File: src/wb_pkg.sv
// Wait buffer sizes, vector typedefs and request structs
// Shared by the entry store, round-robin arbiter, credit counter and top level
package wb_pkg;

    // ##################################################
    // Sizes
    // ##################################################

    // Slots in the wait buffer of one warp
    localparam int WB_SLOTS = 4;
    // Instruction tags in flight
    localparam int NUM_TAGS = 8;
    // Source operands per instruction
    localparam int OPERANDS = 2;
    localparam int PC_W     = 16;
    localparam int INST_W   = 32;
    localparam int REG_W    = 6;

    // Derived widths
    localparam int TAG_W      = $clog2(NUM_TAGS);
    localparam int SLOT_IDX_W = $clog2(WB_SLOTS);
    // Credit count spans 0..WB_SLOTS inclusive
    localparam int CREDIT_W   = $clog2(WB_SLOTS + 1);

    // ##################################################
    // Vector types
    // ##################################################

    typedef logic [TAG_W-1:0]      tag_t;
    typedef logic [PC_W-1:0]       pc_t;
    // Instruction word, opaque to the buffer
    typedef logic [INST_W-1:0]     inst_t;
    typedef logic [REG_W-1:0]      reg_idx_t;
    typedef logic [OPERANDS-1:0]   opnd_mask_t;
    typedef logic [WB_SLOTS-1:0]   slot_mask_t;
    typedef logic [SLOT_IDX_W-1:0] slot_idx_t;
    typedef logic [CREDIT_W-1:0]   credit_t;

    // Full credit count after reset
    localparam credit_t CREDIT_MAX = credit_t'(WB_SLOTS);

    // ##################################################
    // Request structs
    // ##################################################

    // Decoded instruction from the decoder
    typedef struct packed {
        pc_t                     pc;
        inst_t                   inst;
        tag_t                    tag;
        reg_idx_t                dst;
        opnd_mask_t              operands_required;
        opnd_mask_t              operands_ready;
        tag_t     [OPERANDS-1:0] operand_tags;
        reg_idx_t [OPERANDS-1:0] operand_regs;
    } dec_req_t;

    // Instruction handed to the operand collector
    typedef struct packed {
        pc_t                     pc;
        inst_t                   inst;
        tag_t                    tag;
        reg_idx_t                dst;
        opnd_mask_t              operands_required;
        reg_idx_t [OPERANDS-1:0] operand_regs;
    } disp_req_t;

endpackage

File: src/wait_buffer.sv
// Wait buffer top level for one warp
// Connects entry store, round-robin arbiter and fetch credit counter
`timescale 1ns/1ns

module wait_buffer (
    input  logic              clk_i,
    input  logic              arst_n_i,
    // Force dispatch in insertion order
    input  logic              inorder_i,
    // Fetch credit
    input  logic              fe_handshake_i,
    input  logic              dec_control_decoded_i,
    output logic              ib_space_available_o,
    // From decoder
    input  logic              dec_valid_i,
    output logic              dec_ready_o,
    input  wb_pkg::dec_req_t  dec_req_i,
    // To operand collector
    output logic              disp_valid_o,
    input  logic              disp_ready_i,
    output wb_pkg::disp_req_t disp_req_o,
    // Operand collector read report
    input  logic              opc_read_valid_i,
    input  wb_pkg::tag_t      opc_read_tag_i,
    // Execution unit result
    input  logic              eu_valid_i,
    input  wb_pkg::tag_t      eu_tag_i
);
    import wb_pkg::*;

    // Store to arbiter
    slot_mask_t                slot_ready;
    disp_req_t  [WB_SLOTS-1:0] slot_reqs;
    // Arbiter back to store and credits
    slot_mask_t                grant;
    logic                      disp_fire;

    wb_entry_store i_store (
        .clk_i            (clk_i),
        .arst_n_i         (arst_n_i),
        .inorder_i        (inorder_i),
        .dec_valid_i      (dec_valid_i),
        .dec_ready_o      (dec_ready_o),
        .dec_req_i        (dec_req_i),
        .eu_valid_i       (eu_valid_i),
        .eu_tag_i         (eu_tag_i),
        .opc_read_valid_i (opc_read_valid_i),
        .opc_read_tag_i   (opc_read_tag_i),
        .grant_i          (grant),
        .slot_ready_o     (slot_ready),
        .slot_reqs_o      (slot_reqs)
    );

    wb_rr_arbiter i_arb (
        .clk_i        (clk_i),
        .arst_n_i     (arst_n_i),
        .slot_ready_i (slot_ready),
        .slot_reqs_i  (slot_reqs),
        .disp_valid_o (disp_valid_o),
        .disp_ready_i (disp_ready_i),
        .disp_req_o   (disp_req_o),
        .grant_o      (grant),
        .disp_fire_o  (disp_fire)
    );

    // Credit back on dispatch or on control instructions that need no slot
    wb_credit_counter i_credit (
        .clk_i      (clk_i),
        .arst_n_i   (arst_n_i),
        .take_i     (fe_handshake_i),
        .dispatch_i (disp_fire),
        .control_i  (dec_control_decoded_i),
        .space_o    (ib_space_available_o)
    );

endmodule

File: src/wb_credit_counter.sv
// Fetch credit counter for the wait buffer
// Tells the fetcher whether one more instruction fits
`timescale 1ns/1ns

module wb_credit_counter (
    input  logic clk_i,
    input  logic arst_n_i,
    // Fetch handshake takes a credit
    input  logic take_i,
    // Dispatch or decoded control instruction gives one back
    input  logic dispatch_i,
    input  logic control_i,
    output logic space_o
);
    import wb_pkg::*;

    credit_t count_q;
    logic    give;

    // Either return source frees one credit
    assign give = dispatch_i | control_i;

    always_ff @(posedge clk_i or negedge arst_n_i) begin
        if (!arst_n_i) begin
            // Buffer starts empty so all credits are available
            count_q <= CREDIT_MAX;
        end else if (take_i && !give) begin
            // Saturate at zero
            if (count_q != '0) begin
                count_q <= count_q - credit_t'(1);
            end
        end else if (give && !take_i) begin
            // Saturate at the slot count
            if (count_q != CREDIT_MAX) begin
                count_q <= count_q + credit_t'(1);
            end
        end
        // Take and give together cancel out
    end

    assign space_o = (count_q != '0);

endmodule

File: src/wb_entry_store.sv
// Wait buffer slot storage
// Insert, dependency capture, operand wakeup, dispatch marking and removal
`timescale 1ns/1ns

module wb_entry_store (
    input  logic                                     clk_i,
    input  logic                                     arst_n_i,
    input  logic                                     inorder_i,
    // Decoder side
    input  logic                                     dec_valid_i,
    output logic                                     dec_ready_o,
    input  wb_pkg::dec_req_t                         dec_req_i,
    // Result and operand read reports
    input  logic                                     eu_valid_i,
    input  wb_pkg::tag_t                             eu_tag_i,
    input  logic                                     opc_read_valid_i,
    input  wb_pkg::tag_t                             opc_read_tag_i,
    // Arbiter side
    input  wb_pkg::slot_mask_t                       grant_i,
    output wb_pkg::slot_mask_t                       slot_ready_o,
    output wb_pkg::disp_req_t [wb_pkg::WB_SLOTS-1:0] slot_reqs_o
);
    import wb_pkg::*;

    // ##################################################
    // Slot state
    // ##################################################

    // Control bits per slot
    slot_mask_t                valid_q, valid_d;
    slot_mask_t                disp_q, disp_d;
    // Older slots each entry still waits on
    slot_mask_t [WB_SLOTS-1:0] dep_q, dep_d;
    opnd_mask_t [WB_SLOTS-1:0] rdy_q, rdy_d;

    // Payload, meaningful only while the slot is valid
    disp_req_t  [WB_SLOTS-1:0]               req_q;
    tag_t       [WB_SLOTS-1:0][OPERANDS-1:0] otag_q;

    // Insert side
    logic       insert;
    slot_mask_t insert_mask;
    slot_mask_t new_dep;
    opnd_mask_t new_rdy;
    disp_req_t  new_req;

    // Slots freed by this cycle's read report
    slot_mask_t remove_mask;

    // Accept while any slot is free
    assign dec_ready_o = ~&valid_q;
    assign insert      = dec_valid_i & dec_ready_o;

    // Lowest free slot takes the new instruction
    always_comb begin : pick_free
        insert_mask = '0;
        for (int s = WB_SLOTS - 1; s >= 0; s--) begin
            if (!valid_q[s]) begin
                insert_mask = slot_mask_t'(1) << s;
            end
        end
    end

    // Read report frees the dispatched slot holding that tag
    always_comb begin : find_remove
        remove_mask = '0;
        for (int s = 0; s < WB_SLOTS; s++) begin
            if (opc_read_valid_i && valid_q[s] && disp_q[s]
                && req_q[s].tag == opc_read_tag_i) begin
                remove_mask[s] = 1'b1;
            end
        end
    end

    // ##################################################
    // New entry
    // ##################################################

    always_comb begin : build_new
        // In-order mode waits on everything already buffered
        new_dep = inorder_i ? valid_q : '0;
        // WAR: wait for older readers of our destination
        for (int s = 0; s < WB_SLOTS; s++) begin
            for (int o = 0; o < OPERANDS; o++) begin
                if (valid_q[s] && req_q[s].operands_required[o]
                    && req_q[s].operand_regs[o] == dec_req_i.dst) begin
                    new_dep[s] = 1'b1;
                end
            end
        end
        // Slots leaving this cycle are no longer a hazard
        new_dep = new_dep & ~remove_mask;

        // Unused operands count as ready, same-cycle results too
        for (int o = 0; o < OPERANDS; o++) begin
            new_rdy[o] = dec_req_i.operands_ready[o] | ~dec_req_i.operands_required[o]
                       | (eu_valid_i && dec_req_i.operand_tags[o] == eu_tag_i);
        end

        new_req.pc                = dec_req_i.pc;
        new_req.inst              = dec_req_i.inst;
        new_req.tag               = dec_req_i.tag;
        new_req.dst               = dec_req_i.dst;
        new_req.operands_required = dec_req_i.operands_required;
        new_req.operand_regs      = dec_req_i.operand_regs;
    end

    // ##################################################
    // Next state
    // ##################################################

    always_comb begin : next_state
        valid_d = valid_q & ~remove_mask;
        // Grant is only set on a completed handshake
        disp_d  = disp_q | grant_i;
        for (int s = 0; s < WB_SLOTS; s++) begin
            dep_d[s] = dep_q[s] & ~remove_mask;
            rdy_d[s] = rdy_q[s];
            // Wakeup on matching result
            for (int o = 0; o < OPERANDS; o++) begin
                if (eu_valid_i && otag_q[s][o] == eu_tag_i) begin
                    rdy_d[s][o] = 1'b1;
                end
            end
            if (insert && insert_mask[s]) begin
                valid_d[s] = 1'b1;
                disp_d[s]  = 1'b0;
                dep_d[s]   = new_dep;
                rdy_d[s]   = new_rdy;
            end
        end
    end

    always_ff @(posedge clk_i or negedge arst_n_i) begin
        if (!arst_n_i) begin
            valid_q <= '0;
            disp_q  <= '0;
            dep_q   <= '0;
            rdy_q   <= '0;
        end else begin
            valid_q <= valid_d;
            disp_q  <= disp_d;
            dep_q   <= dep_d;
            rdy_q   <= rdy_d;
        end
    end

    // Payload write on insert only
    always_ff @(posedge clk_i) begin
        for (int s = 0; s < WB_SLOTS; s++) begin
            if (insert && insert_mask[s]) begin
                req_q[s]  <= new_req;
                otag_q[s] <= dec_req_i.operand_tags;
            end
        end
    end

    // ##################################################
    // To arbiter
    // ##################################################

    always_comb begin : ready_slots
        for (int s = 0; s < WB_SLOTS; s++) begin
            slot_ready_o[s] = valid_q[s] && !disp_q[s] && (&rdy_q[s]) && (dep_q[s] == '0);
        end
    end

    assign slot_reqs_o = req_q;

endmodule

File: src/wb_rr_arbiter.sv
// Fair round-robin choice of one ready slot
// Drives the dispatch valid/ready handshake toward the operand collector
`timescale 1ns/1ns

module wb_rr_arbiter (
    input  logic                                     clk_i,
    input  logic                                     arst_n_i,
    input  wb_pkg::slot_mask_t                       slot_ready_i,
    input  wb_pkg::disp_req_t [wb_pkg::WB_SLOTS-1:0] slot_reqs_i,
    // Operand collector side
    output logic                                     disp_valid_o,
    input  logic                                     disp_ready_i,
    output wb_pkg::disp_req_t                        disp_req_o,
    // Back to the store and credit counter
    output wb_pkg::slot_mask_t                       grant_o,
    output logic                                     disp_fire_o
);
    import wb_pkg::*;

    // Last granted slot
    slot_idx_t last_q;
    slot_idx_t pick_idx;
    logic      pick_found;

    // First ready slot after the pointer, wrapping around
    always_comb begin : pick
        slot_idx_t cand;
        cand       = last_q;
        pick_idx   = last_q;
        pick_found = 1'b0;
        for (int k = 1; k <= WB_SLOTS; k++) begin
            cand = slot_idx_t'((int'(last_q) + k) % WB_SLOTS);
            if (!pick_found && slot_ready_i[cand]) begin
                pick_found = 1'b1;
                pick_idx   = cand;
            end
        end
    end

    // No lock-in, so the presented slot may change under back-pressure
    assign disp_valid_o = pick_found;
    assign disp_req_o   = slot_reqs_i[pick_idx];
    assign disp_fire_o  = disp_valid_o & disp_ready_i;

    // One-hot grant only on a completed handshake
    assign grant_o = disp_fire_o ? (slot_mask_t'(1) << pick_idx) : '0;

    always_ff @(posedge clk_i or negedge arst_n_i) begin
        if (!arst_n_i) begin
            // Slot 0 gets first turn
            last_q <= slot_idx_t'(WB_SLOTS - 1);
        end else if (disp_fire_o) begin
            last_q <= pick_idx;
        end
    end

endmodule
File: config.mk
export PLATFORM = sky130hd
export DESIGN_NAME = wait_buffer
export DESIGN_NICKNAME = d
export VERILOG_FILES = /design/src/wb_pkg.sv /design/src/wait_buffer.sv /design/src/wb_credit_counter.sv /design/src/wb_entry_store.sv /design/src/wb_rr_arbiter.sv
export SDC_FILE = /design/constraint.sdc
export NUM_CORES = 1
export LEC_CHECK = 0
export BUFFER_PORTS_ARGS = -buffer_cell sky130_fd_sc_hd__buf_2
export CAP_MARGIN = 10
export CORE_MARGIN = 2
export CORE_UTILIZATION = 55
export DETAILED_ROUTE_END_ITERATION = 8
export PLACE_DENSITY = 0.79
export SLEW_MARGIN = 20
export SYNTH_ARGS = -nofsm -noshare
export SYNTH_HDL_FRONTEND = slang
export SYNTH_SLANG_ARGS = --single-unit
File: constraint.sdc
create_clock -name clk_i -period 3.2 [get_ports clk_i]
set_input_delay 0.16 -clock clk_i [delete_from_list [all_inputs] [get_ports clk_i]]
set_output_delay 0.16 -clock clk_i [all_outputs]
set_load 0.02 [all_outputs]
* Word-level counts from Yosys, hierarchy flattened
Index checks and enable logic that the tools add are counted.
** Storage, ports and cells
- Bits in registers :: 345
- Logic and storage cells :: 259
- Output and inout bits :: 74
- Bits of input ports :: 94
** Cells by class
- Add/sub/neg operators :: 6
- Mux-type cells :: 64
- Bitwise logic cells :: 17
- Shift-type cells :: 1
- Reductions and logical operators :: 90
- $lt $le $gt $ge :: 5
- Eq/ne operators :: 24
** Operator list (number)
- $bmux 71 s2 :: 1
- $mux 71 :: 1
- $logic_and 1x1->1 :: 59
- $eq 6x6->1 :: 8
- $eq 3x3->1 :: 14
- $mux 4 :: 10
- $mux 1 :: 36
- $and 4x4->4 :: 6
- $reduce_bool 2->1 :: 10
- $logic_not 4->1 :: 4
- $mux 2 :: 8
- $lt 2x3->1 const B :: 5
- $mux 3 :: 4
- $logic_not 1->1 :: 10
- $bmux 1 s2 :: 4
- $reduce_and 2->1 :: 4
- $or 1x1->1 :: 5
- $add 2x1->2 const B :: 2
- $add 2x2->2 const B :: 2
- $not 4->4 :: 1
- $or 4x4->4 :: 1
- $reduce_and 4->1 :: 1
- $shl 1x2->4 const A :: 1
- $add 3x1->3 const B :: 1
- other kinds (7) :: 9

* Longest topological paths before layout
Gate-level depths: netlist of run 1.
- Word-level depth :: 22
- Gate-level depth with buffers :: 14
- Gate-level depth less buffers :: 13

* By module
From an unflattened synthesis of run 1, not the netlist that was laid out.
** Unflattened totals
- Cell total of the unflattened synthesis :: 873
- Area total of the unflattened synthesis :: 14550.2 um2
** By module, submodules not included
- wb_entry_store :: instances 1, area each 11715.0 um2, sequential area each 10049.6 um2, cells each 574
- wb_rr_arbiter :: instances 1, area each 2613.8 um2, sequential area each 52.6 um2, cells each 276
- wb_credit_counter :: instances 1, area each 221.5 um2, sequential area each 76.3 um2, cells each 23

* Worst setup path before layout of run 1
OpenSTA, ideal clock, no wires.
- Path type :: register to register
- Start point :: register i_store.valid_q[0]
- End point :: register i_store.otag_q[12] (netlist bit) (enable)
- Period minus slack after synthesis :: 2855 ps
- Data required time :: 2769 ps
- Path slack :: 345 ps
- Stages on the path, launching flop included :: 5
- Arrival :: 2423 ps
- Buffers on the path :: 2
- Library setup time :: 431 ps
- Cell sequence :: dfrtp_1 > clkbuf_1 > nand4b_1 > clkbuf_1 > inv_1
** Between the ends
- Word-level cells in the longest chain between the ends :: 4
- Elaborated cells between the ends (all ways) :: 5
- Classes of those cells :: 1 x mux; 1 x bitwise; 3 x reduce/logical
** Ends and longest elaborated chain
- start: declaration :: line wb_entry_store.sv:30 : slot_mask_t valid_q, valid_d;
- start signal: assignment :: line wb_entry_store.sv:141 : valid_q <= valid_d;
- $reduce_and 4->1 :: line wb_entry_store.sv:51 : assign dec_ready_o = ~&valid_q;
- $logic_not 1->1 :: line wb_entry_store.sv:51
- $and 1x1->1 :: line wb_entry_store.sv:52 : assign insert = dec_valid_i & dec_ready_o;
- $logic_and 1x1->1 * :: line wb_entry_store.sv:151 : if (insert && insert_mask[s]) begin
- end signal: indexed assignment :: line wb_entry_store.sv:153 : otag_q[s] <= dec_req_i.operand_tags;
- end: declaration :: line wb_entry_store.sv:38 : tag_t [WB_SLOTS-1:0][OPERANDS-1:0] otag_q;
Mark *: on every way between the ends. The rest lies on a longest branch, timed or not.
A chain may end at the register's enable or synchronous reset.

==> metrics, run 1 <==
FILL cells 1674; synth cell count leaders edfxtp_1 (308), mux2i_1 (219), xnor2_1 (51); antenna violations before repair 1; max-cap viol count 0; Max H-tree Level 2; most frequent cell after synthesis edfxtp_1; gr usage total 21.8%; Core ar. 25900 sq um; met3 WL 1450 um; Setup CP Type flop to output port; syn_nets 948; sequential power share approximately 28%; TritonCTS Sinks 345; fin crit share 97.6%; top_reg_cell synth edfxtp_1; Switching Fraction slightly below 40%; Yosys cell types 47; pin count of the biggest net entering global routing 45; via count 8144; die width 166 um; Critical R2R Launch i_store.dep_q[0]; Synth top area share 64.2%; Layout area overhead 24.4%; R2R Setup Slk 0.43 ns; Num CTS Buffers 36; drt drc 0; CP startpoint kind flop; R2R cell count 13; Power Density 1200 nW/um^2; synth top area cells edfxtp_1 (64%), mux2i_1 (15%), dfrtp_1 (5.9%); Post-synth EDFFs 308; Comb pwr share around half; Pre-antenna DRT Iters 4; hold path startpoint dec_req_i[22]; P_int roughly 13000 uW; Max VDD drop around 1.2 mV; r2r endpoint i_credit.count_q[2]; Clock transition at path regs roughly 0.060 ns; WHS Path Cells 1; Die ar. 27500 sq um; Cell Area, Synth approximately 14000 sq um; M1 WL 12300 um; fraction of layout cells with a size suffix above 1 24.4%; WL/cell just over 20 um; fin crit period approximately 3.1 ns; clk_lat worst skew 0.51 ns; Via-to-Cell Ratio ~5.5; Port Buffers 167; Top Layer Used met5; YS warnings 0; WP data required 3.04 ns; row cnt 59; IO Pins 168; Psw 8330 uW; final setup margin roughly 0.076 ns; average cell area after synthesis 16.9 sq um; first-pass GRT wire length 47100 um; hold crit path type input port to flop; final-report setup violation count 0; Peak Freq 0.320 GHz; global route overflow 0; final core utilization 69.2%; status finished, final reports clean; sequential fraction of the synthesis area 70.7%; drt total wl 30200 um; post-DP HPWL 18200 um; met2 WL post-DR 15900 um; die height 166 um; Iter 0 DRT Violations 495; post-synthesis sequential element count ~350; Worst Hold Endpoint i_store.slot_reqs_o[156]; Slew headroom roughly two fifths; Leak Pwr 0.00700 uW; RSZ-0062 raised after global routing yes; WHS 0.0720 ns; Antenna diodes 0; CP arrival 2.96 ns; post-detailed-route count of antenna-violating nets 0; Clock power frac 19.7%; Clock Tree Root clkbuf_16; Clock Skew 0.0185 ns; Final Wtd Congestion 0.838; Slew Viols, Final 0; Yosys top cell by area edfxtp_1; fin nets 1221; Cells after Synth 852; CP endpoint kind output port; vias in the first global route 8724; Final Hold Viols 0; slew at the pin closest to its max-slew limit 0.880 ns; TritonCTS clock tree built; Post-synth ARST share 10.7%; Place WS 0.396 ns; Clock Tree Buf Depth 3; crit-path max FO 10; Initial Util 55.6%
-- metal layers --
layer | vias up | global-route usage (%)
met5 | - | 0
met4 | 2 | 5.67
met3 | 36 | 4.29
met2 | 211 | 38.9
met1 | 4067 | 27.4
li1 | 3828 | -
-- cells by family (layout without fill, tap and decap cells) --
kind of cell,count (synthesis),in the layout,synth area share (%)
simple gates,93,93,3.73
xor+xnor,91,91,5.53
flops,345,345,70.7
mux,220,220,15.3
fa+ha+maj,2,2,0.226
buf+inv,54,355,2.32
compound gates,47,47,2.22
-- layout make-up --
type / instances / area (sq um) / area share [%]
repair buffers: 279 / 2130 / 11.9
multi-input cells: 453 / 3930 / 21.9
inverters: 10 / 43.8 / 0.244
well taps: 335 / 419 / 2.34
clock inverters: 22 / 269 / 1.50
flip-flops and latches: 345 / 10200 / 56.8
clock buffers: 44 / 952 / 5.31
-- power groups by stage --
stage / logic (uW) / registers, uW / clock network (uW)
after global routing: 11900 / 6200 / 4530
final: 11200 / 6130 / 4240
after floorplan: 7470 / 6120 / 0
after detailed placement: 10100 / 6210 / 0
after global placement: 10000 / 6180 / 0
after CTS: 10800 / 6120 / 4330
-- critical path, stage by stage (launching register included) --
cell and delay (ns):
dfrtp_1 0.38, or4_4 0.57, nor2_4 0.14, nor2_1 0.08
a211oi_4 0.19, buf_4 0.19, buf_12 0.16, buf_4 0.22
mux2i_1 0.09, mux2i_1 0.21, buf_2 0.21
-- worst max-delay path by stage --
| stage | from | endpoint | slack (ns) | cells past startpoint |
|---|---|---|---|---|
| 2_1_floorplan | i_store.valid_q[0] | i_store.otag_q[12] | 0.35 | 4 |
| 3_3_place_gp | i_store.dep_q[8] | disp_req_o[46] | 0.48 | 9 |
| 3_5_place_dp | i_store.dep_q[8] | disp_req_o[58] | 0.40 | 9 |
| 4_1_cts | i_store.dep_q[0] | disp_req_o[13] | 0.05 | 9 |
| 5_1_grt | i_store.dep_q[8] | disp_req_o[19] | -0.02 | 10 |
| 6_report | i_store.dep_q[8] | disp_req_o[57] | 0.08 | 10 |
-- per-stage QoR --
step / cell area [sq um] / setup TNS, ns / cells / total power, uW
finish: 17900 / 0 / 1488 / 21600
CTS: 17800 / 0 / 1480 / 21200
global route: 17900 / -0.140 / 1488 / 22600
floorplan: 14400 / 0 / 852 / 13600
detailed placement: 15700 / 0 / 1336 / 16400
global placement: 15700 / 0 / 1336 / 16200
-- state kept, by name, indices dropped and copies added (netlist names) --
signal	flops
i_store.slot_reqs_o	284
i_store.rdy_q	8
i_arb.last_q	2
i_credit.count_q	3
i_store.otag_q	24
i_store.valid_q	4
i_store.dep_q	16
i_store.disp_q	4
-- layout by cell type, fill, tap and decap left out, types with 17 or more instances in the layout --
| master | Yosys | final |
|---|---|---|
| dlygate4sd3_1 | 0 | 72 |
| buf_4 | 5 | 20 |
| xnor2_1 | 51 | 51 |
| mux2i_1 | 219 | 218 |
| xor2_1 | 40 | 40 |
| edfxtp_1 | 308 | 308 |
| dfrtp_1 | 34 | 34 |
| nand3_1 | 17 | 17 |
| clkbuf_16 | 0 | 39 |
| buf_2 | 6 | 165 |
-- what timing repair did --
| item | in CTS | in global routing |
|---|---|---|
| pin swaps | 2 | 0 |
| hold buffers | 72 | 0 |
| endpoints found under the hold margin | 318 | 0 |
| buffers inserted | 4 | 6 |
| gates cloned | 2 | 2 |
| resized for setup | 1 | 14 |
| setup endpoints to repair | 57 | 55 |
(Power assumes the default switching activity.)
==> inputs of run 2 (changes only) <==
--- a/config.mk
+++ b/config.mk
@@ -5,12 +5,12 @@
 export SDC_FILE = /design/constraint.sdc
 export NUM_CORES = 1
 export LEC_CHECK = 0
-export BUFFER_PORTS_ARGS = -buffer_cell sky130_fd_sc_hd__buf_2
+export BUFFER_PORTS_ARGS = -buffer_cell sky130_fd_sc_hd__buf_4
 export CAP_MARGIN = 10
 export CORE_MARGIN = 2
 export CORE_UTILIZATION = 55
 export DETAILED_ROUTE_END_ITERATION = 8
-export PLACE_DENSITY = 0.79
+export PLACE_DENSITY = 0.76
 export SLEW_MARGIN = 20
 export SYNTH_ARGS = -nofsm -noshare
 export SYNTH_HDL_FRONTEND = slang
==> metrics, run 2 (synthesized netlist as in run 1, its figures left out) <==
Post-DP Area 16100 sq um; post-route total power between 20000 and 25000 uW; WP data required about 3.0 ns; Inst Count DP 1329; Worst Hold Endpoint i_store.slot_reqs_o[90]; fin crit period 3.14 ns; r2r endpoint i_credit.count_q[2]; Slew headroom between 40% and 50%; crit-path max FO 15; final-report setup violation count 0; Antenna diodes 0; leading cell type in the layout, fill and taps excluded edfxtp_1; WHS Path Cells 1; FILL cells 1693; Power Density ~1200 nW/um^2; fraction of layout cells with a size suffix above 1 23.8%; Max VDD drop 1.07 mV; Iter 0 DRT Violations 493; CP endpoint kind output port; row cnt 59; fin nets 1215; post-route cell area 18200 sq um; via count 8249; CP startpoint i_store.dep_q[8]; commonest cells after routing, fill and taps aside edfxtp_1 (308), mux2i_1 (213), buf_4 (177), dlygate4sd3_1 (76), xnor2_1 (51); pin count of the biggest net entering global routing 61; TritonCTS clock tree built; Leak Pwr around 0.0071 uW; post-detailed-route count of antenna-violating nets 0; vias in the first global route roughly 8300; CP startpoint kind flop; slew at the pin closest to its max-slew limit 0.772 ns; WL/cell 20.7 um; Reg area 10200 sq um; Largest register FFs 284; post-DP HPWL 17700 um; Layout area overhead 26.5%; gr usage total 21.5%; global route overflow 0; first-pass GRT wire length 46100 um; Num CTS Buffers 36; Core ar. approximately 26000 sq um; Die ar. about 27000 sq um; Slew Viols, Final 0; final setup margin 0.0641 ns; Clock transition at path regs ~0.06 ns; CP arrival approximately 3.0 ns; R2R cell count 12; hold path startpoint dec_req_i[27]; status finished, final reports clean; die width 166 um; max-cap viol count 0; antenna violations before repair 0; Max H-tree Level 2; Clock Tree Root clkbuf_16; area of the multi-input gates 3970 sq um; TritonCTS Sinks 345; Pre-antenna DRT Iters 7; non-filler cells, final 1479; die height 166 um; drt total wl around 31000 um; Setup CP Type flop to output port; Final Hold Viols 0; R2R Setup Slk 0.35 ns; hold crit path type input port to flop; Final Wtd Congestion roughly 0.86; fin crit share 98.0%; Port Buffers 167; Peak Freq 0.319 GHz; Critical R2R Launch i_store.valid_q[1]; final core utilization between 70% and 80%; Place WS 0.330 ns; IO Pins 168; drt drc 0; Via-to-Cell Ratio 5.58; Initial Util 55.6%; RSZ-0062 raised after global routing yes; Clock Tree Buf Depth 3; clk_lat worst skew between 0.5 and 0.6 ns; Clock Skew 0.0156 ns
[run 2: cell types whose count changed in the layout (fill, tap and decap cells not counted), moves of 3 or more]
cell | previous run | this run
buf_12 | 14 | 6
buf_16 | 2 | 6
clkinv_1 | 5 | 8
mux2i_1 | 218 | 213
mux2i_4 | 0 | 3
buf_4 | 20 | 177
clkbuf_1 | 7 | 2
dlygate4sd3_1 | 72 | 76
clkinv_2 | 9 | 12
bufinv_16 | 6 | 1
buf_2 | 165 | 0
[run 2: how the worst max path moves through the flow]
stage	depth (start not counted)	slack, ns	end
2_1_floorplan	4	0.35	i_store.otag_q[12]
5_1_grt	10	-0.02	disp_req_o[51]
3_5_place_dp	9	0.33	disp_req_o[33]
6_report	10	0.06	disp_req_o[51]
3_3_place_gp	8	0.46	disp_req_o[10]
4_1_cts	9	0.01	disp_req_o[7]
[run 2: power by group]
| part | leakage [uW] | switching [uW] | internal, uW |
|---|---|---|---|
| clock | 0.000541 | 1650 | 2170 |
| sequential | 0.00324 | 362 | 5780 |
| combinational | 0.00330 | 6550 | 5540 |
[run 2: final cells by class]
class | instances | area share, %
Clock inverter | 24 | 0.893
Inverter | 10 | 0.247
Clock buffer | 39 | 5.06
Multi-Input combinational cell | 453 | 21.8
Sequential cell | 345 | 55.9
Tap cell | 335 | 2.30
Timing Repair Buffer | 273 | 13.9
[run 2: timing repair]
action	in CTS	in global routing
endpoints found under the setup margin	49	60
hold buffers	76	0
gates cloned	2	5
buffers inserted	2	2
gates resized for setup	8	14
hold endpoints to repair	337	0
pin swaps	1	0
[run 2: layer usage]
layer	GRT usage [%]	share of wire (%)	vias to the layer above	wire, um
met2	36.9	51	256	15500
met3	4.08	6.0	44	1830
met4	6.58	2.1	0	636
met5	0	0	-	0
li1	-	-	3802	-
met1	28.1	41	4147	12600
[run 2: metrics by stage]
stage	hold WS, ns	TNS [ns]
finish	0.0287	0
global route	0.0231	-0.0289
CTS	0.00577	0
detailed placement	0.162	0
global placement	0.153	0
floorplan	-0.136	0
[run 2: worst max-delay path, stage by stage, from the launching register on]
cell      delay (ns)
dfrtp_1         0.39
or4_4           0.56
o21ai_1         0.15
a21oi_1         0.11
a211oi_4        0.17
buf_6           0.17
buf_4           0.16
buf_16          0.18
mux2i_4         0.28
mux2i_1         0.10
buf_4           0.17
==> inputs of run 3 (changes only) <==
--- a/config.mk
+++ b/config.mk
@@ -8,9 +8,8 @@
 export BUFFER_PORTS_ARGS = -buffer_cell sky130_fd_sc_hd__buf_4
 export CAP_MARGIN = 10
 export CORE_MARGIN = 2
-export CORE_UTILIZATION = 55
+export CORE_UTILIZATION = 30
 export DETAILED_ROUTE_END_ITERATION = 8
-export PLACE_DENSITY = 0.76
 export SLEW_MARGIN = 20
 export SYNTH_ARGS = -nofsm -noshare
 export SYNTH_HDL_FRONTEND = slang
==> metrics, run 3 (synthesized netlist as in run 1, its figures left out) <==
Via-to-Cell Ratio about 4.6; Num CTS Buffers 38; sequential power share 26.5%; Post-DP Area 16400 sq um; gr usage total 13.5%; Clock Skew 0.0362 ns; Clock Tree Buf Depth 3; Switching Fraction about two fifths; vias in the first global route between 8000 and 9000; die width 223 um; WL/cell 19.4 um; CP max stage cell or4_4; drt drc 0; CP endpoint kind output port; post-DP HPWL 20800 um; RSZ-0062 raised after global routing yes; antenna violations before repair 2; TritonCTS clock tree built; Clock Tree Root clkbuf_16; Port Buffers about 170; IO Pins around 170; FILL cells between 4000 and 5000; Comb pwr share around 55%; global route overflow 0; Largest register FFs 284; WHS approximately 0.093 ns; pin count of the biggest net entering global routing 76; fraction of layout cells with a size suffix above 1 24.5%; Clock transition at path regs 0.06 ns; drt total wl 34400 um; row cnt 80; die height 223 um; Die ar. 49800 sq um; P_int approximately 14000 uW; final core utilization 39.7%; Psw 8860 uW; WP data required 3.04 ns; slowest stage delay, CP 0.56 ns; Max H-tree Level 2; Power Density around 1200 nW/um^2; crit-path max FO 17; Max VDD drop slightly below 1 mV; TritonCTS Sinks 345; CP Cell Sequence or4_4 > o21ai_2 > a21oi_2 > a211oi_4 > buf_6 > buf_12 > buf_16 > mux2i_2 > mux2i_1 > buf_4; area of the multi-input gates 3970 sq um; Final Wtd Congestion 0.821; Layout area overhead 31.0%; Final Hold Viols 0; Clock power frac approximately 19%; CP startpoint kind flop; CP arrival 2.97 ns; Slew headroom between 30% and 40%; leading cell type in the layout, fill and taps excluded edfxtp_1; first-pass GRT wire length a little over 50000 um; commonest cells after routing, fill and taps aside edfxtp_1 (308), mux2i_1 (212), buf_4 (181), dlygate4sd3_1 (80), xnor2_1 (51); post-detailed-route count of antenna-violating nets 0; slew at the pin closest to its max-slew limit 0.937 ns; Iter 0 DRT Violations 420; fin crit share approximately 98%; final-report setup violation count 0; Pre-antenna DRT Iters 5; Initial Util between 30 and 40%; Setup CP Type flop to output port; via count 8120; Core ar. 47500 sq um; clk_lat worst skew 0.55 ns; hold crit path type input port to flop; Leak Pwr slightly above 0.007 uW; Slew Viols, Final 0; Reg area 10200 sq um; fin nets approximately 1200; status finished, final reports clean; Peak Freq 0.320 GHz; max-cap viol count 0; fin crit period 3.13 ns; post-route cell area between 15000 and 20000 sq um
==> run 3: repair_timing <==
| action | CTS | global route |
|---|---|---|
| endpoints found under the setup margin | 61 | 71 |
| hold buffers | 80 | 0 |
| gates cloned | 3 | 7 |
| buffers inserted | 6 | 4 |
| gates resized for setup | 6 | 19 |
| pin swaps | 2 | 4 |
| hold endpoints to repair | 348 | 0 |
==> run 3: final cells by class <==
type,count,area share (%)
Sequential cell,345,54.0
Multi-Input combinational cell,453,21.0
Timing Repair Buffer,285,14.3
Clock buffer,52,5.43
Tap cell,615,4.08
Clock inverter,16,0.988
Inverter,10,0.245
Antenna cell,1,0.0133
==> run 3: per-stage QoR <==
stage	setup TNS, ns	power [uW]	instances	setup WS, ns
3_5_place_dp	0	17300	1609	0.412
5_1_grt	-0.768	24400	1776	-0.0563
3_3_place_gp	0	17200	1609	0.434
6_report	0	23100	1777	0.0733
2_1_floorplan	0	13600	852	0.345
4_1_cts	-0.431	22500	1766	-0.0351
==> run 3: critical path, delay by kind of cell, from the launching register on <==
family	cells	cell delay (ns)
compound gates	3	0.41
buf+inv	4	0.71
flops	1	0.37
mux	2	0.34
simple gates	1	0.56
==> run 3: metal layers <==
metal  global-route usage, %  up-vias  wire length (um)  part of all wire, %
met2                    21.8      190             16400                   48
met3                    3.63       53              2020                  5.9
met5                   0.391        -                11                0.032
met4                    5.85        2              1030                  3.0
li1                        -     3832                 -                    -
met1                    17.1     4043             15000                   43
==> run 3: final timing paths <==
kind,slack (ns),cells after the start,endpoint,startpoint
max in group asynchronous,2.70,2,i_arb.last_q[1],arst_n_i
hold / removal,0.09,3,i_store.valid_q[0],dec_valid_i
hold reg to reg,0.52,2,i_store.dep_q[2],i_store.dep_q[2]
min in group asynchronous,0.14,2,i_credit.count_q[1],arst_n_i
setup reg to reg,0.52,14,i_credit.count_q[2],i_store.dep_q[10]
setup / recovery,0.07,10,disp_req_o[32],i_store.dep_q[10]
==> run 3: power groups by stage <==
stage,clock [uW],combinational (uW),sequential [uW]
2_1_floorplan,0,7470,6120
3_3_place_gp,0,11100,6190
3_5_place_dp,0,11100,6210
4_1_cts,4380,12000,6120
5_1_grt,4560,13600,6200
6_report,4270,12700,6130
